## config.mk

```make
export PLATFORM = sky130hd
export DESIGN_NAME = epu_top
export DESIGN_NICKNAME = d
export VERILOG_FILES = /design/src/source/epu_pkg.sv /design/src/source/epu_irqc_if.sv /design/src/source/epu_trap_if.sv /design/src/source/epu_irqc.sv /design/src/source/epu_msr.sv /design/src/source/epu_top.sv /design/src/source/epu_trap_ctrl.sv
export VERILOG_INCLUDE_DIRS = /design/src /design/src/source
export SDC_FILE = /design/constraint.sdc
export NUM_CORES = 1
export LEC_CHECK = 0
export ABC_AREA = 1
export BUFFER_PORTS_ARGS = -buffer_cell sky130_fd_sc_hd__buf_2
export CORE_MARGIN = 5
export CORE_UTILIZATION = 58
export DETAILED_ROUTE_END_ITERATION = 6
export HOLD_SLACK_MARGIN = 0.08
export PLACE_DENSITY = 0.83
export SYNTH_ARGS = -nofsm -noshare
export SYNTH_HDL_FRONTEND = slang
export SYNTH_SLANG_ARGS = --single-unit
```

## constraint.sdc

```tcl
create_clock -name clk -period 6.2 [get_ports clk]
set_input_delay 1.24 -clock clk [delete_from_list [all_inputs] [get_ports clk]]
set_output_delay 1.24 -clock clk [all_outputs]
set_load 0.01 [all_outputs]
```

## src/source/epu_config.svh

```systemverilog
/*
 Build-time constants of the exception processing unit.
 Include wherever widths, MSR addresses or the interrupt vector are needed.
 EPU_NUM_IRQ must stay at or below EPU_DW.
 */
`ifndef EPU_CONFIG_SVH
`define EPU_CONFIG_SVH

// Datapath and IRQ line count
`define EPU_DW          64
`define EPU_NUM_IRQ     32

// MSR address map
`define EPU_MSR_AW      4
`define EPU_ADDR_PSR    4'h0
`define EPU_ADDR_EPSR   4'h1
`define EPU_ADDR_EPC    4'h2
`define EPU_ADDR_IMR    4'h3
`define EPU_ADDR_IRR    4'h4

// Entry PC for every interrupt
`define EPU_IRQ_VECTOR  64'h0000_0000_8000_0100

`endif

```

## src/source/epu_pkg.sv

```systemverilog
/*
 Types shared by the EPU blocks: MSR addresses, PSR layout and the
 MSR write word, which the MSR file reads either raw or as PSR fields.
 */
`default_nettype none

`include "epu_config.svh"

package epu_pkg;

   // Machine special register addresses
   typedef enum logic [`EPU_MSR_AW-1:0] {
      MSR_PSR  = `EPU_ADDR_PSR,
      MSR_EPSR = `EPU_ADDR_EPSR,
      MSR_EPC  = `EPU_ADDR_EPC,
      MSR_IMR  = `EPU_ADDR_IMR,
      MSR_IRR  = `EPU_ADDR_IRR
   } msr_addr_t;

   // Processor status word, ire in bit 0
   typedef struct packed {
      logic [`EPU_DW-3:0] rsvd;
      // Kernel mode
      logic               rm;
      // Interrupt enable
      logic               ire;
   } psr_t;

   // One write word, two views
   typedef union packed {
      logic [`EPU_DW-1:0] raw;
      psr_t               psr;
   } msr_wdat_u;

endpackage

`default_nettype wire

```

## src/source/epu_irqc_if.sv

```systemverilog
/*
 IMR access and pending state between the MSR file and the
 interrupt controller. The MSR file drives the mask write, the
 controller returns the bypassed IMR and the IRR.
 */
`timescale 1ns/1ps
`default_nettype none

`include "epu_config.svh"

interface epu_irqc_if;

   // Mask write from the MSR file
   logic                imr_we;
   logic [`EPU_DW-1:0]  imr_nxt;
   // Mask and pending lines back
   logic [`EPU_DW-1:0]  imr;
   logic [`EPU_DW-1:0]  irr;

   modport msr  (output imr_we, output imr_nxt, input imr, input irr);
   modport irqc (input imr_we, input imr_nxt, output imr, output irr);

endinterface

`default_nettype wire

```

## src/source/epu_trap_if.sv

```systemverilog
/*
 Trap state transfer between the trap controller and the MSR file.
 Entry and return strobes go to the MSR file together with the PC
 to save; the MSR file returns interrupt enable and the current EPC.
 */
`timescale 1ns/1ps
`default_nettype none

`include "epu_config.svh"

interface epu_trap_if;

   // Strobes from the trap controller
   logic                enter;
   logic                leave;
   // PC saved on entry
   logic [`EPU_DW-1:0]  epc_nxt;
   // State seen by the trap controller
   logic                psr_ire;
   logic [`EPU_DW-1:0]  epc;

   modport trap (output enter, output leave, output epc_nxt, input psr_ire, input epc);
   modport msr  (input enter, input leave, input epc_nxt, output psr_ire, output epc);

endinterface

`default_nettype wire

```

## src/source/epu_irqc.sv

```systemverilog
/*
 Interrupt controller. Two-flop synchronizer into the IRR, the IMR
 with same-cycle write bypass, and one combined interrupt request
 qualified by PSR.ire.
 */
`timescale 1ns/1ps
`default_nettype none

`include "epu_config.svh"

module epu_irqc (
   input  logic                     clk,
   input  logic                     arst_n,
   input  logic [`EPU_NUM_IRQ-1:0]  irqs,
   input  logic                     psr_ire,
   epu_irqc_if.irqc                 irqc,
   output logic                     irq_req
);

   logic [`EPU_NUM_IRQ-1:0]  sync_q;
   logic [`EPU_NUM_IRQ-1:0]  irr_q;
   logic [`EPU_DW-1:0]       imr_q;
   logic [`EPU_DW-1:0]       irq_masked;

   // External lines are asynchronous
   // Second stage is the IRR itself
   always_ff @(posedge clk or negedge arst_n) begin
      if (!arst_n) begin
         sync_q <= '0;
         irr_q  <= '0;
      end else begin
         sync_q <= irqs;
         irr_q  <= sync_q;
      end
   end

   // Everything masked out of reset
   always_ff @(posedge clk or negedge arst_n) begin
      if (!arst_n) begin
         imr_q <= '1;
      end else if (irqc.imr_we) begin
         imr_q <= irqc.imr_nxt;
      end
   end

   // Mask write visible in the same cycle
   assign irqc.imr = irqc.imr_we ? irqc.imr_nxt : imr_q;

   // Upper IRR bits read as zero
   assign irqc.irr = `EPU_DW'(irr_q);

   // Pending and unmasked
   assign irq_masked = irqc.irr & ~irqc.imr;
   assign irq_req    = (|irq_masked) & psr_ire;

endmodule

`default_nettype wire

```

## src/source/epu_msr.sv

```systemverilog
/*
 Machine special register file: PSR, EPSR, EPC, plus IMR and IRR
 access through the interrupt controller. Software writes use a plain
 address port; trap entry and return update PSR, EPSR and EPC with
 priority over software. Reads are combinational.
 */
`timescale 1ns/1ps
`default_nettype none

`include "epu_config.svh"

module epu_msr (
   input  logic                   clk,
   input  logic                   arst_n,
   input  logic                   msr_we,
   input  epu_pkg::msr_addr_t     msr_addr,
   input  epu_pkg::msr_wdat_u     msr_wdat,
   output logic [`EPU_DW-1:0]     msr_rdat,
   output logic                   psr_ire,
   epu_irqc_if.msr                irqc,
   epu_trap_if.msr                trap
);

   import epu_pkg::*;

   psr_t                psr_q;
   psr_t                epsr_q;
   logic [`EPU_DW-1:0]  epc_q;
   psr_t                psr_wr;
   logic                trap_busy;
   logic                we_psr;
   logic                we_epsr;
   logic                we_epc;

   // Write word seen as PSR fields
   // Reserved bits never stored
   always_comb begin
      psr_wr     = '0;
      psr_wr.rm  = msr_wdat.psr.rm;
      psr_wr.ire = msr_wdat.psr.ire;
   end

   // Any trap action blocks software writes to PSR, EPSR, EPC
   assign trap_busy = trap.enter | trap.leave;

   // Address decode
   assign we_psr  = msr_we && (msr_addr == MSR_PSR);
   assign we_epsr = msr_we && (msr_addr == MSR_EPSR);
   assign we_epc  = msr_we && (msr_addr == MSR_EPC);

   // IMR lives in the interrupt controller
   // Always applies, trap or not
   assign irqc.imr_we  = msr_we && (msr_addr == MSR_IMR);
   assign irqc.imr_nxt = msr_wdat.raw;

   // PSR
   always_ff @(posedge clk or negedge arst_n) begin
      if (!arst_n) begin
         psr_q <= '0;
      end else if (trap.leave) begin
         // Return restores saved status
         psr_q <= epsr_q;
      end else if (trap.enter) begin
         // Kernel mode, interrupts off
         psr_q <= '{rsvd: '0, rm: 1'b1, ire: 1'b0};
      end else if (we_psr) begin
         psr_q <= psr_wr;
      end
   end

   // EPSR
   always_ff @(posedge clk or negedge arst_n) begin
      if (!arst_n) begin
         epsr_q <= '0;
      end else if (trap.enter) begin
         epsr_q <= psr_q;
      end else if (we_epsr && !trap_busy) begin
         epsr_q <= psr_wr;
      end
   end

   // EPC
   always_ff @(posedge clk or negedge arst_n) begin
      if (!arst_n) begin
         epc_q <= '0;
      end else if (trap.enter) begin
         epc_q <= trap.epc_nxt;
      end else if (we_epc && !trap_busy) begin
         epc_q <= msr_wdat.raw;
      end
   end

   // State for the other blocks
   assign psr_ire      = psr_q.ire;
   assign trap.psr_ire = psr_q.ire;
   assign trap.epc     = epc_q;

   // Read mux
   // IMR read shows a write in flight
   always_comb begin
      case (msr_addr)
         MSR_PSR:  msr_rdat = psr_q;
         MSR_EPSR: msr_rdat = epsr_q;
         MSR_EPC:  msr_rdat = epc_q;
         MSR_IMR:  msr_rdat = irqc.imr;
         MSR_IRR:  msr_rdat = irqc.irr;
         default:  msr_rdat = '0;
      endcase
   end

endmodule

`default_nettype wire

```

## src/source/epu_top.sv

```systemverilog
/*
 Interrupt and exception-entry top level. Ties the interrupt
 controller, the MSR file and the trap controller together through
 their interfaces; plain ports to the rest of the CPU.
 */
`timescale 1ns/1ps
`default_nettype none

`include "epu_config.svh"

module epu_top (
   input  logic                     clk,
   input  logic                     arst_n,
   input  logic [`EPU_NUM_IRQ-1:0]  irqs,
   input  logic                     retire_valid,
   input  logic [`EPU_DW-1:0]       retire_pc,
   input  logic                     retire_eret,
   input  logic                     msr_we,
   input  logic [`EPU_MSR_AW-1:0]   msr_addr,
   input  logic [`EPU_DW-1:0]       msr_wdat,
   output logic [`EPU_DW-1:0]       msr_rdat,
   output logic                     irq_req,
   output logic                     redirect_valid,
   output logic [`EPU_DW-1:0]       redirect_pc
);

   import epu_pkg::*;

   logic  psr_ire;

   epu_irqc_if  u_irqc_if ();
   epu_trap_if  u_trap_if ();

   // Pending and mask state
   epu_irqc u_irqc (
      .clk     (clk),
      .arst_n  (arst_n),
      .irqs    (irqs),
      .psr_ire (psr_ire),
      .irqc    (u_irqc_if.irqc),
      .irq_req (irq_req)
   );

   // Address arrives as a plain vector
   epu_msr u_msr (
      .clk      (clk),
      .arst_n   (arst_n),
      .msr_we   (msr_we),
      .msr_addr (msr_addr_t'(msr_addr)),
      .msr_wdat (msr_wdat),
      .msr_rdat (msr_rdat),
      .psr_ire  (psr_ire),
      .irqc     (u_irqc_if.msr),
      .trap     (u_trap_if.msr)
   );

   epu_trap_ctrl u_trap_ctrl (
      .clk            (clk),
      .arst_n         (arst_n),
      .retire_valid   (retire_valid),
      .retire_pc      (retire_pc),
      .retire_eret    (retire_eret),
      .irq_req        (irq_req),
      .trap           (u_trap_if.trap),
      .redirect_valid (redirect_valid),
      .redirect_pc    (redirect_pc)
   );

endmodule

`default_nettype wire

```

## src/source/epu_trap_ctrl.sv

```systemverilog
/*
 Trap controller. At each retirement picks exception return or
 interrupt entry, return first, and strobes the MSR file. The
 redirect to the front end is a registered one-cycle pulse.
 */
`timescale 1ns/1ps
`default_nettype none

`include "epu_config.svh"

module epu_trap_ctrl (
   input  logic                clk,
   input  logic                arst_n,
   input  logic                retire_valid,
   input  logic [`EPU_DW-1:0]  retire_pc,
   input  logic                retire_eret,
   input  logic                irq_req,
   epu_trap_if.trap            trap,
   output logic                redirect_valid,
   output logic [`EPU_DW-1:0]  redirect_pc
);

   logic                do_leave;
   logic                do_enter;
   logic                redir_q;
   logic [`EPU_DW-1:0]  redir_pc_q;

   // Return wins over a pending interrupt
   assign do_leave = retire_valid & retire_eret;

   // irq_req already carries ire, checked again against the MSR state
   assign do_enter = retire_valid & ~retire_eret & irq_req & trap.psr_ire;

   assign trap.leave   = do_leave;
   assign trap.enter   = do_enter;
   // Interrupted instruction resumes at its own PC
   assign trap.epc_nxt = retire_pc;

   // One-cycle redirect pulse
   always_ff @(posedge clk or negedge arst_n) begin
      if (!arst_n) begin
         redir_q <= 1'b0;
      end else begin
         redir_q <= do_leave | do_enter;
      end
   end

   // Target sampled at the decision
   // EPC taken before the return edge
   always_ff @(posedge clk) begin
      if (do_leave) begin
         redir_pc_q <= trap.epc;
      end else if (do_enter) begin
         redir_pc_q <= `EPU_IRQ_VECTOR;
      end
   end

   assign redirect_valid = redir_q;
   assign redirect_pc    = redir_pc_q;

endmodule

`default_nettype wire

```

# After elaboration in Yosys (flattened, before gate mapping)
# Cells that the tools add are included.
[word_totals] reg_bits=385 latchBits=0 ramBits=0 romBits=0 inputBits=169 output_inout_bits=130 word_cells=49 mem_count=0
[op_classes] n_addsub=0 mul=0 div=0 n_lt_le_gt_ge=0 n_eq_ne=4 shifts=0 muxes=11 bitwise=9 n_reduce_logical=13
[ops] operator="$mux W64" n=10
[ops] operator="$pmux W64 S5" n=1
[ops] operator="$and A32 B64 Y64" n=1
[ops] operator="$not A64 Y64" n=1
[ops] operator="$reduce_or A64 Y1" n=1
[ops] operator="$eq A4 B2 Y1 const B" n=2
[ops] operator="$logic_and A1 B1 Y1" n=6
[ops] operator="$reduce_bool A2 Y1" n=3
[ops] operator="$and A1 B1 Y1" n=5
[ops] operator="$eq A4 B1 Y1 const B" n=1
[ops] operator="$eq A4 B3 Y1 const B" n=1
[ops] operator="$logic_not A4 Y1" n=1
[ops] operator="$reduce_bool A3 Y1" n=1
[ops] operator="$logic_not A1 Y1" n=1
[ops] operator="$not A1 Y1" n=1
[ops] operator="$or A1 B1 Y1" n=1

# Longest topological paths before layout
# Gate-level depths: netlist of run 1.
[depth] depth_word=14 mapped_depth=18 mapped_depth_nobuf=16

# By module
# A second synthesis of run 1 with hierarchy kept.
[unflattened] hier_cells=2528 area_unflattened_um2=20125.6
[modules_own_cells] module="epu_msr" instances=1 cells_each=1827 area_per_inst_um2=12071.6 seq_area_each_um2=4804.6
[modules_own_cells] module="epu_irqc" instances=1 cells_each=431 area_per_inst_um2=4633.2 seq_area_each_um2=3283.1
[modules_own_cells] module="epu_trap_ctrl" instances=1 cells_each=270 area_per_inst_um2=3420.8 seq_area_each_um2=1946.9

# Worst setup path before layout of run 1
# OpenSTA, ideal clock, no wires.
[synth_timing] kind="in2reg" startpoint="input port msr_addr[1]" endpoint="register u_trap_ctrl.redir_pc_q[0] (netlist: u_trap_ctrl.redirect_pc[0]) (enable)" setup_time_ps=424 t_arrival_ps=4102 required_ps=5776 slack_ps=1674 cell_stages=16 path_buffers=4 path_cell_list="nand2_1 inv_2 nand3_1 buf_4 buf_4 nand2_1 nand3_1 nand2_1 nor2_1 nand2_1 nor2_1 nand2_1 nand3_2 buf_4 buf_2 nand2_1"
[synth_between] elab_chain_len=10
[synth_rtl] item="from (decl)" line_no="epu_top.sv:19" text="input logic [`EPU_MSR_AW-1:0] msr_addr,"
[synth_rtl] item="$eq A4 B2 Y1" line_no="epu_msr.sv:53" text="assign irqc.imr_we = msr_we && (msr_addr == MSR_IMR);"
[synth_rtl] item="$logic_and A1 B1 Y1" line_no="epu_msr.sv:53"
[synth_rtl] item="$mux W64"
[synth_rtl] item="$not A64 Y64" line_no="epu_irqc.sv:53" text="assign irq_masked = irqc.irr & ~irqc.imr;"
[synth_rtl] item="$and A32 B64 Y64" line_no="epu_irqc.sv:53"
[synth_rtl] item="$reduce_or A64 Y1" line_no="epu_irqc.sv:54" text="assign irq_req = (|irq_masked) & psr_ire;"
[synth_rtl] item="$and A1 B1 Y1" line_no="epu_irqc.sv:54"
[synth_rtl] item="$and A1 B1 Y1 (2 in a row)" line_no="epu_trap_ctrl.sv:32" text="assign do_enter = retire_valid & ~retire_eret & irq_req & trap.psr_ire;"
[synth_rtl] item="$reduce_bool A2 Y1 (no line)"
[synth_rtl] item="to (signal assigned)" line_no="epu_trap_ctrl.sv:52" text="redir_pc_q <= trap.epc;"
[synth_rtl] item="to (signal assigned)" line_no="epu_trap_ctrl.sv:54" text="redir_pc_q <= `EPU_IRQ_VECTOR;"
[synth_rtl] item="to (decl)" line_no="epu_trap_ctrl.sv:26" text="logic [`EPU_DW-1:0] redir_pc_q;"
# No other way between the ends.
# A chain may end at the register's enable or synchronous reset.

# Final worst setup path of run 1
[layout_timing] startpoint="input port msr_addr[2]" endpoint="output port msr_rdat[8]"
[layout_between] elab_chain_len=4 elab_cells_between_ends=8 classes_between="4 x eq/ne; 2 x mux; 2 x reduce/logical"
[layout_rtl] item="$eq A4 B2 Y1" line_no="epu_msr.sv:53, epu_msr.sv:101"
[layout_rtl] item="$logic_and A1 B1 Y1" line_no="epu_msr.sv:53"
[layout_rtl] item="$mux W64"
[layout_rtl] item="$pmux W64 S5 *" line_no="epu_msr.sv:101" text="case (msr_addr)"
[layout_rtl] item="to (decl)" line_no="epu_top.sv:21" text="output logic [`EPU_DW-1:0] msr_rdat,"
# Mark *: on every way between the ends. The rest lies on a longest branch, timed or not.

==> metrics, run 1 <==
CTS clock-pin slew for the worst setup and hold paths=around 0.060 ns; Finish-stage setup viols=0; hold_ws=0.345 ns; reg2reg path depth=13; worst r2r src=u_irqc.imr_q[24]$_DFF_PN1_; startpoint types=input pin; hold path start=u_irqc.sync_q[10]$_DFF_PN0_; most used flip-flop cell after synthesis=dfrtp_1; number of global-route vias before repair=~14000; number of I/O port buffers=approximately 300; post-DP HPWL=approximately 30000 um; Max-Cap Viols=0; async set-reset flop share out of synthesis=between 80% and 90%; Reg2Reg Setup Slack=roughly 3.2 ns; root buffer cell=clkbuf_16; TritonCTS clock tree=done; Final Hold Viols=0; vias per cell=between 5 and 6; critical path arrival=~3.6 ns; status=finished, final reports clean; initial antenna violation count=1; Worst Max-Slew Pin Slew=1.01 ns; IO Count=roughly 300; Static Leak=between 9 and 10 nW; sw frac=between 30 and 40%; max-slew violation count=0; RSZ-0062 raised after global routing=false; Hold/Removal Path Class=reg -> reg; post-synthesis net count=around 1900; chip width=between 150 and 200 um; FF+latch area=about 10000 um^2; Max Freq=slightly above 200 MHz; critical path type=in -> out; area share of the largest cell type after synthesis=between 40% and 50%; total gr overflow=0; GPL Wtd Cong=around 0.9; Critical Path End Type=output port; Clock power frac=between 30% and 40%; DRC viols=0; Comb power frac=a little under a fifth; Post-CTS Setup Inserts=0; period utilization=78.1%; synth top area cells=dfrtp_1 40%, edfxtp_1 12%, dfstp_2 10%; Clock Skews=0.0178 ns; final antenna-violating net count=0; largest net degree at the start of global routing=~170; Rows=60; H-tree lvl count=2; Seq/Total Area, Yosys=about 63%; worst-skew pair later-pin latency=approximately 0.53 ns; Hold Path Sink=u_irqc.irr_q[10]$_DFF_PN0_; Net Sw Power=2.20 mW; DR iter-0 viols=approximately 1600; Pre-Repair DR Iteration Count=6; TNS Setup=0 ns; global-route usage over all layers=around 30%; area of the core=about 27000 um^2; Min-Delay Path Depth=0; share of layout cells above drive strength 1=about a quarter; Crit Path Max Fanout=36; Layout Nets=between 2000 and 2500; CTS Buffer Depth=3; die area=~31000 um^2; number of fill cells=1957; VDD IR max=between 0.0002 and 0.0003 V; final WL=47200 um; Netlist cell types=26; RR Endpoint=u_msr.trap.epc[36]$_DFFE_PN0P_; flop and latch count out of synthesis=about 390; Post-CTS Hold Fix Bufs=0; Mapped Cells=~1700; CTS buffer count=40; cell taking the most area after synthesis=dfrtp_1; Internal=between 5 and 6 mW; Post-synth EDFFs=64; Avg Synthesized Cell Area=9.55 um^2; DR vias=about 14000; Starting Density=between 50% and 60%; Sink Count=roughly 390; Min Clock Period, post-route=just under 5 ns; area grow syn2layout=19.0%; CP required=around 5.0 ns; power density over the cells=383 nW/um^2; sequential power share=48.9%; post-DR wirelength/cell=20.1 um; cts repair resizes=0; global-route wire length before repair=73700 um; die height=roughly 180 um; Slew headroom=between 30% and 40%; area used by multi-input combinational logic=4710 um^2; Synthesis Warnings=0; cell area after synthesis=16100 um^2
[worst max-delay path, cell delays in order]
cell and delay (ns):
buf_2 0.09, nor2_1 0.04, buf_4 0.18, nand3_2 0.12
buf_4 0.46, inv_1 0.33, buf_4 0.32, a221oi_1 0.37
o21ai_0 0.21, buf_2 0.19
[per-layer routing]
metal / global-route usage, % / up-vias / share of wire (%) / wire [um]
met5: 0 / - / 0 / 0
met4: 11.7 / 0 / 3.8 / 1790
met3: 6.70 / 145 / 10 / 4790
met2: 47.6 / 873 / 47 / 22300
met1: 40.1 / 6533 / 39 / 18300
li1: - / 6119 / - / -
[flip-flops by register name, indices dropped and copies added (netlist names)]
name	flops
u_irqc.sync_q	32
u_msr.trap.epc	64
u_irqc.irr_q	32
u_msr.psr_q	63
u_msr.psr_ire	1
u_msr.epsr_q	64
u_irqc.imr_q	64
u_trap_ctrl.redirect_valid	1
u_trap_ctrl.redirect_pc	64
[worst max path at each step]
stage / slack, ns / start / to
after floorplan: 1.67 / msr_addr[1] / u_trap_ctrl.redirect_pc[0]$_SDFFCE_PN0N_
after global placement: 1.39 / msr_addr[0] / u_msr.trap.epc[27]$_DFFE_PN0P_
after detailed placement: 1.25 / msr_addr[0] / u_msr.psr_q[63]$_DFFE_PN0P_
after CTS: 1.45 / msr_addr[2] / msr_rdat[8]
after global routing: 1.24 / msr_addr[0] / irq_req
final: 1.36 / msr_addr[2] / msr_rdat[8]
[stage by stage]
stage | instance area (um^2) | setup WS (ns) | instances | util [%] | power, mW
final | 19100 | 1.36 | 2348 | 70.5 | 7.32
after global placement | 17800 | 1.39 | 2273 | 65.7 | 4.85
after global routing | 19100 | 1.24 | 2348 | 70.5 | 7.66
after floorplan | 16100 | 1.67 | 1681 | - | 4.42
after CTS | 19100 | 1.45 | 2347 | 70.5 | 7.32
after detailed placement | 17800 | 1.25 | 2273 | 65.7 | 4.96
[synth_stat cells, types with 25 or more instances]
master    count
a221oi_1     30
buf_2        25
clkbuf_1     53
dfrtp_1     257
dfstp_2      64
edfxtp_1     64
inv_1       231
nand2_1     415
nand3_1     171
nor2_1       79
o21ai_0      62
o22ai_1     146
[power by group through the flow]
stage                     Sequential (mW)  Clock (mW)  Combinational [mW]
final                                3.58        2.35                1.38
after global routing                 3.63        2.48                1.55
after CTS                            3.57        2.37                1.38
after detailed placement             3.60           0                1.36
after global placement               3.57           0                1.28
after floorplan                      3.52           0               0.901
[area by class of cell]
class	count	share of cell area, %
Antenna cell	1	0.0131
Clock buffer	56	5.98
Clock inverter	18	0.786
Inverter	237	4.66
Multi-Input combinational cell	956	24.7
Sequential cell	385	52.5
Tap cell	372	2.44
Timing Repair Buffer	323	8.91
[cell families after synthesis]
group	after synthesis	synth area share, %
AOI/OAI and AO/OA	277	11.4
buffers and inverters	340	8.57
DFF	385	62.5
and+or+nand+nor	679	17.5
[cells in the final DEF, fill, tap and decap left out, types with 5 or more instances in the layout]
cell type	instances
buf_4	24
o2111ai_1	12
inv_1	231
nand2_1	410
clkbuf_8	6
nand4_1	9
edfxtp_1	64
dfrtp_1	257
dfstp_2	64
o22ai_1	146
inv_2	5
clkbuf_1	9
clkbuf_16	41
nand3_1	169
a221o_1	20
clkinv_2	9
buf_2	297
a221oi_1	30
nor2_1	77
o21ai_0	62
No activity file was read; power rests on OpenSTA's default activity.
==> run 2, diff against run 1 <==
--- a/config.mk
+++ b/config.mk
@@ -9,10 +9,10 @@
 export ABC_AREA = 1
 export BUFFER_PORTS_ARGS = -buffer_cell sky130_fd_sc_hd__buf_2
 export CORE_MARGIN = 5
-export CORE_UTILIZATION = 58
+export CORE_UTILIZATION = 56
 export DETAILED_ROUTE_END_ITERATION = 6
 export HOLD_SLACK_MARGIN = 0.08
-export PLACE_DENSITY = 0.83
+export PLACE_DENSITY = 0.8
 export SYNTH_ARGS = -nofsm -noshare
 export SYNTH_HDL_FRONTEND = slang
 export SYNTH_SLANG_ARGS = --single-unit
==> constraint.sdc (replaced) <==
create_clock -name clk -period 4.65 [get_ports clk]
set_input_delay 0.93 -clock clk [delete_from_list [all_inputs] [get_ports clk]]
set_output_delay 0.93 -clock clk [all_outputs]
set_load 0.01 [all_outputs]
==> run 2 against run 1 <==
Count of clock-buffer cells in the layout up 1. Routed wire length barely moved. Sequential cell count unchanged. Combinational power up 33%. Critical endpoint is now irq_req. Largest power group unchanged.
==> metrics, run 2 (same netlist as run 1, synthesis figures left out) <==
RSZ-0062 raised after global routing=false; H-tree lvl count=2; Hold/Removal Path Class=reg -> reg; placed cells=approximately 2300; Critical Path End Type=output port; number of global-route vias before repair=~13000; largest net degree at the start of global routing=120; DRC viols=0; VDD IR max=between 0.0003 and 0.0004 V; wl on met1=approximately 19000 um; Rows=62; Clock Skews=0.0147 ns; Top Layer Used=met5; final antenna-violating net count=0; most common cell after layout, fill and taps aside=nand2_1; chip width=roughly 180 um; Min Clock Period, post-route=approximately 4.2 ns; GPL Wtd Cong=roughly 0.9; post-DR wirelength/cell=between 15 and 20 um; sequential power share=~47%; Post-Layout Cell Count=~2400; FF+latch area=~10000 um^2; CP required=3.72 ns; critical path arrival=~3.3 ns; Crit Path Max Fanout=31; Sink Count=between 300 and 400; area of the core=28500 um^2; IO Count=around 300; total gr overflow=0; Finish-stage setup viols=0; cts repair resizes=0; root buffer cell=clkbuf_16; DR iter-0 viols=around 1400; CTS clock-pin slew for the worst setup and hold paths=0.05 ns; CTS Buffer Depth=3; total power=10.1 mW; CTS buffer count=41; Comb power frac=~18%; critical path type=in -> out; Pre-Repair DR Iteration Count=5; startpoint types=input pin; status=finished, final reports clean; initial antenna violation count=4; Internal=~7.1 mW; Final Hold Viols=0; number of fill cells=between 2000 and 2500; Reg2Reg Setup Slack=1.98 ns; number of I/O port buffers=slightly below 300; max-slew violation count=0; global-route wire length before repair=between 70000 and 80000 um; TNS Setup=0 ns; Net Sw Power=roughly 3.0 mW; Post-CTS Hold Fix Bufs=0; area used by multi-input combinational logic=4720 um^2; vias per cell=5.79; worst-skew pair later-pin latency=between 0.5 and 0.6 ns; Worst Max-Slew Pin Slew=1.01 ns; final core occ=between 60% and 70%; Clock power frac=about a third; Static Leak=about 9.3 nW; final WL=roughly 47000 um; DR vias=~14000; global-route usage over all layers=28.7%; Max Freq=approximately 240 MHz; Starting Density=56.4%; die height=roughly 180 um; power density over the cells=approximately 520 nW/um^2; met2 wire length=21900 um; TritonCTS clock tree=done; period utilization=between 90 and 100%; Max-Cap Viols=0; Layout Nets=approximately 2100; most frequent cells in the layout=410 x nand2_1, 297 x buf_2, 257 x dfrtp_1; area grow syn2layout=20.5%; Slew headroom=around a third; sw frac=between 20% and 30%; share of layout cells above drive strength 1=between 20% and 30%; met3 WL=between 4000 and 5000 um; die area=roughly 32000 um^2; post-DP HPWL=30200 um; Post-CTS Setup Inserts=0
==> run 2: cell count changes in the layout (fill, tap and decap cells not counted), sizes merged <==
| cell | before | now |
|---|---|---|
| clkbuf | 56 | 57 |
| bufinv | 2 | 5 |
| clkinv | 14 | 12 |
| diode | 1 | 4 |
==> run 2: area by class of cell <==
class | count | area share, %
Multi-Input combinational cell | 956 | 24.4
Sequential cell | 385 | 51.9
Timing Repair Buffer | 323 | 8.99
Tap cell | 384 | 2.48
Clock buffer | 57 | 6.37
Clock inverter | 19 | 1.20
Antenna cell | 4 | 0.0518
Inverter | 237 | 4.60
==> run 2: final timing paths <==
check	startpoint	endpoint	cells after the start
worst min-delay path	u_irqc.sync_q[7]$_DFF_PN0_	u_irqc.irr_q[7]$_DFF_PN0_	0
worst min register to register	u_irqc.sync_q[7]$_DFF_PN0_	u_irqc.irr_q[7]$_DFF_PN0_	0
min in group asynchronous	arst_n	u_msr.epsr_q[51]$_DFFE_PN0P_	1
worst max register to register	u_irqc.imr_q[11]$_DFF_PN1_	u_msr.epsr_q[0]$_DFFE_PN0P_	11
worst max-delay path	msr_addr[0]	irq_req	13
max in group asynchronous	arst_n	u_irqc.imr_q[63]$_DFF_PN1_	2
==> run 2: critical path, cell delays in order <==
cell and delay [ns]:
buf_2 0.14, nand2_1 0.15, inv_2 0.22, nand3_4 0.11, inv_2 0.53, nand2_1 0.18
nand3_1 0.13, nand2_1 0.12, nor2_1 0.12, nand2_1 0.06, nor2_1 0.12, a21boi_0 0.25
buf_2 0.24
==> run 2: per-stage QoR <==
| stage | setup WS, ns | hold WS, ns | instance area (um^2) |
|---|---|---|---|
| after floorplan | 0.434 | 0.331 | 16100 |
| after global placement | 0.543 | 0.333 | 17900 |
| after detailed placement | 0.343 | 0.335 | 17900 |
| after CTS | 0.443 | 0.343 | 19300 |
| after global routing | 0.264 | 0.345 | 19300 |
| final | 0.410 | 0.344 | 19300 |
==> run 2: power groups by stage <==
stage / sequential (mW) / clock [mW] / combinational, mW
final: 4.77 / 3.47 / 1.84
after global routing: 4.84 / 3.68 / 2.06
after CTS: 4.75 / 3.51 / 1.83
after detailed placement: 4.80 / 0 / 1.81
after global placement: 4.77 / 0 / 1.72
after floorplan: 4.69 / 0 / 1.20
==> run 2: per-layer routing <==
layer	global-route usage, %	vias up
li1	-	6123
met1	39.3	6591
met2	45.4	822
met3	6.43	147
met4	11.0	2
met5	0	-
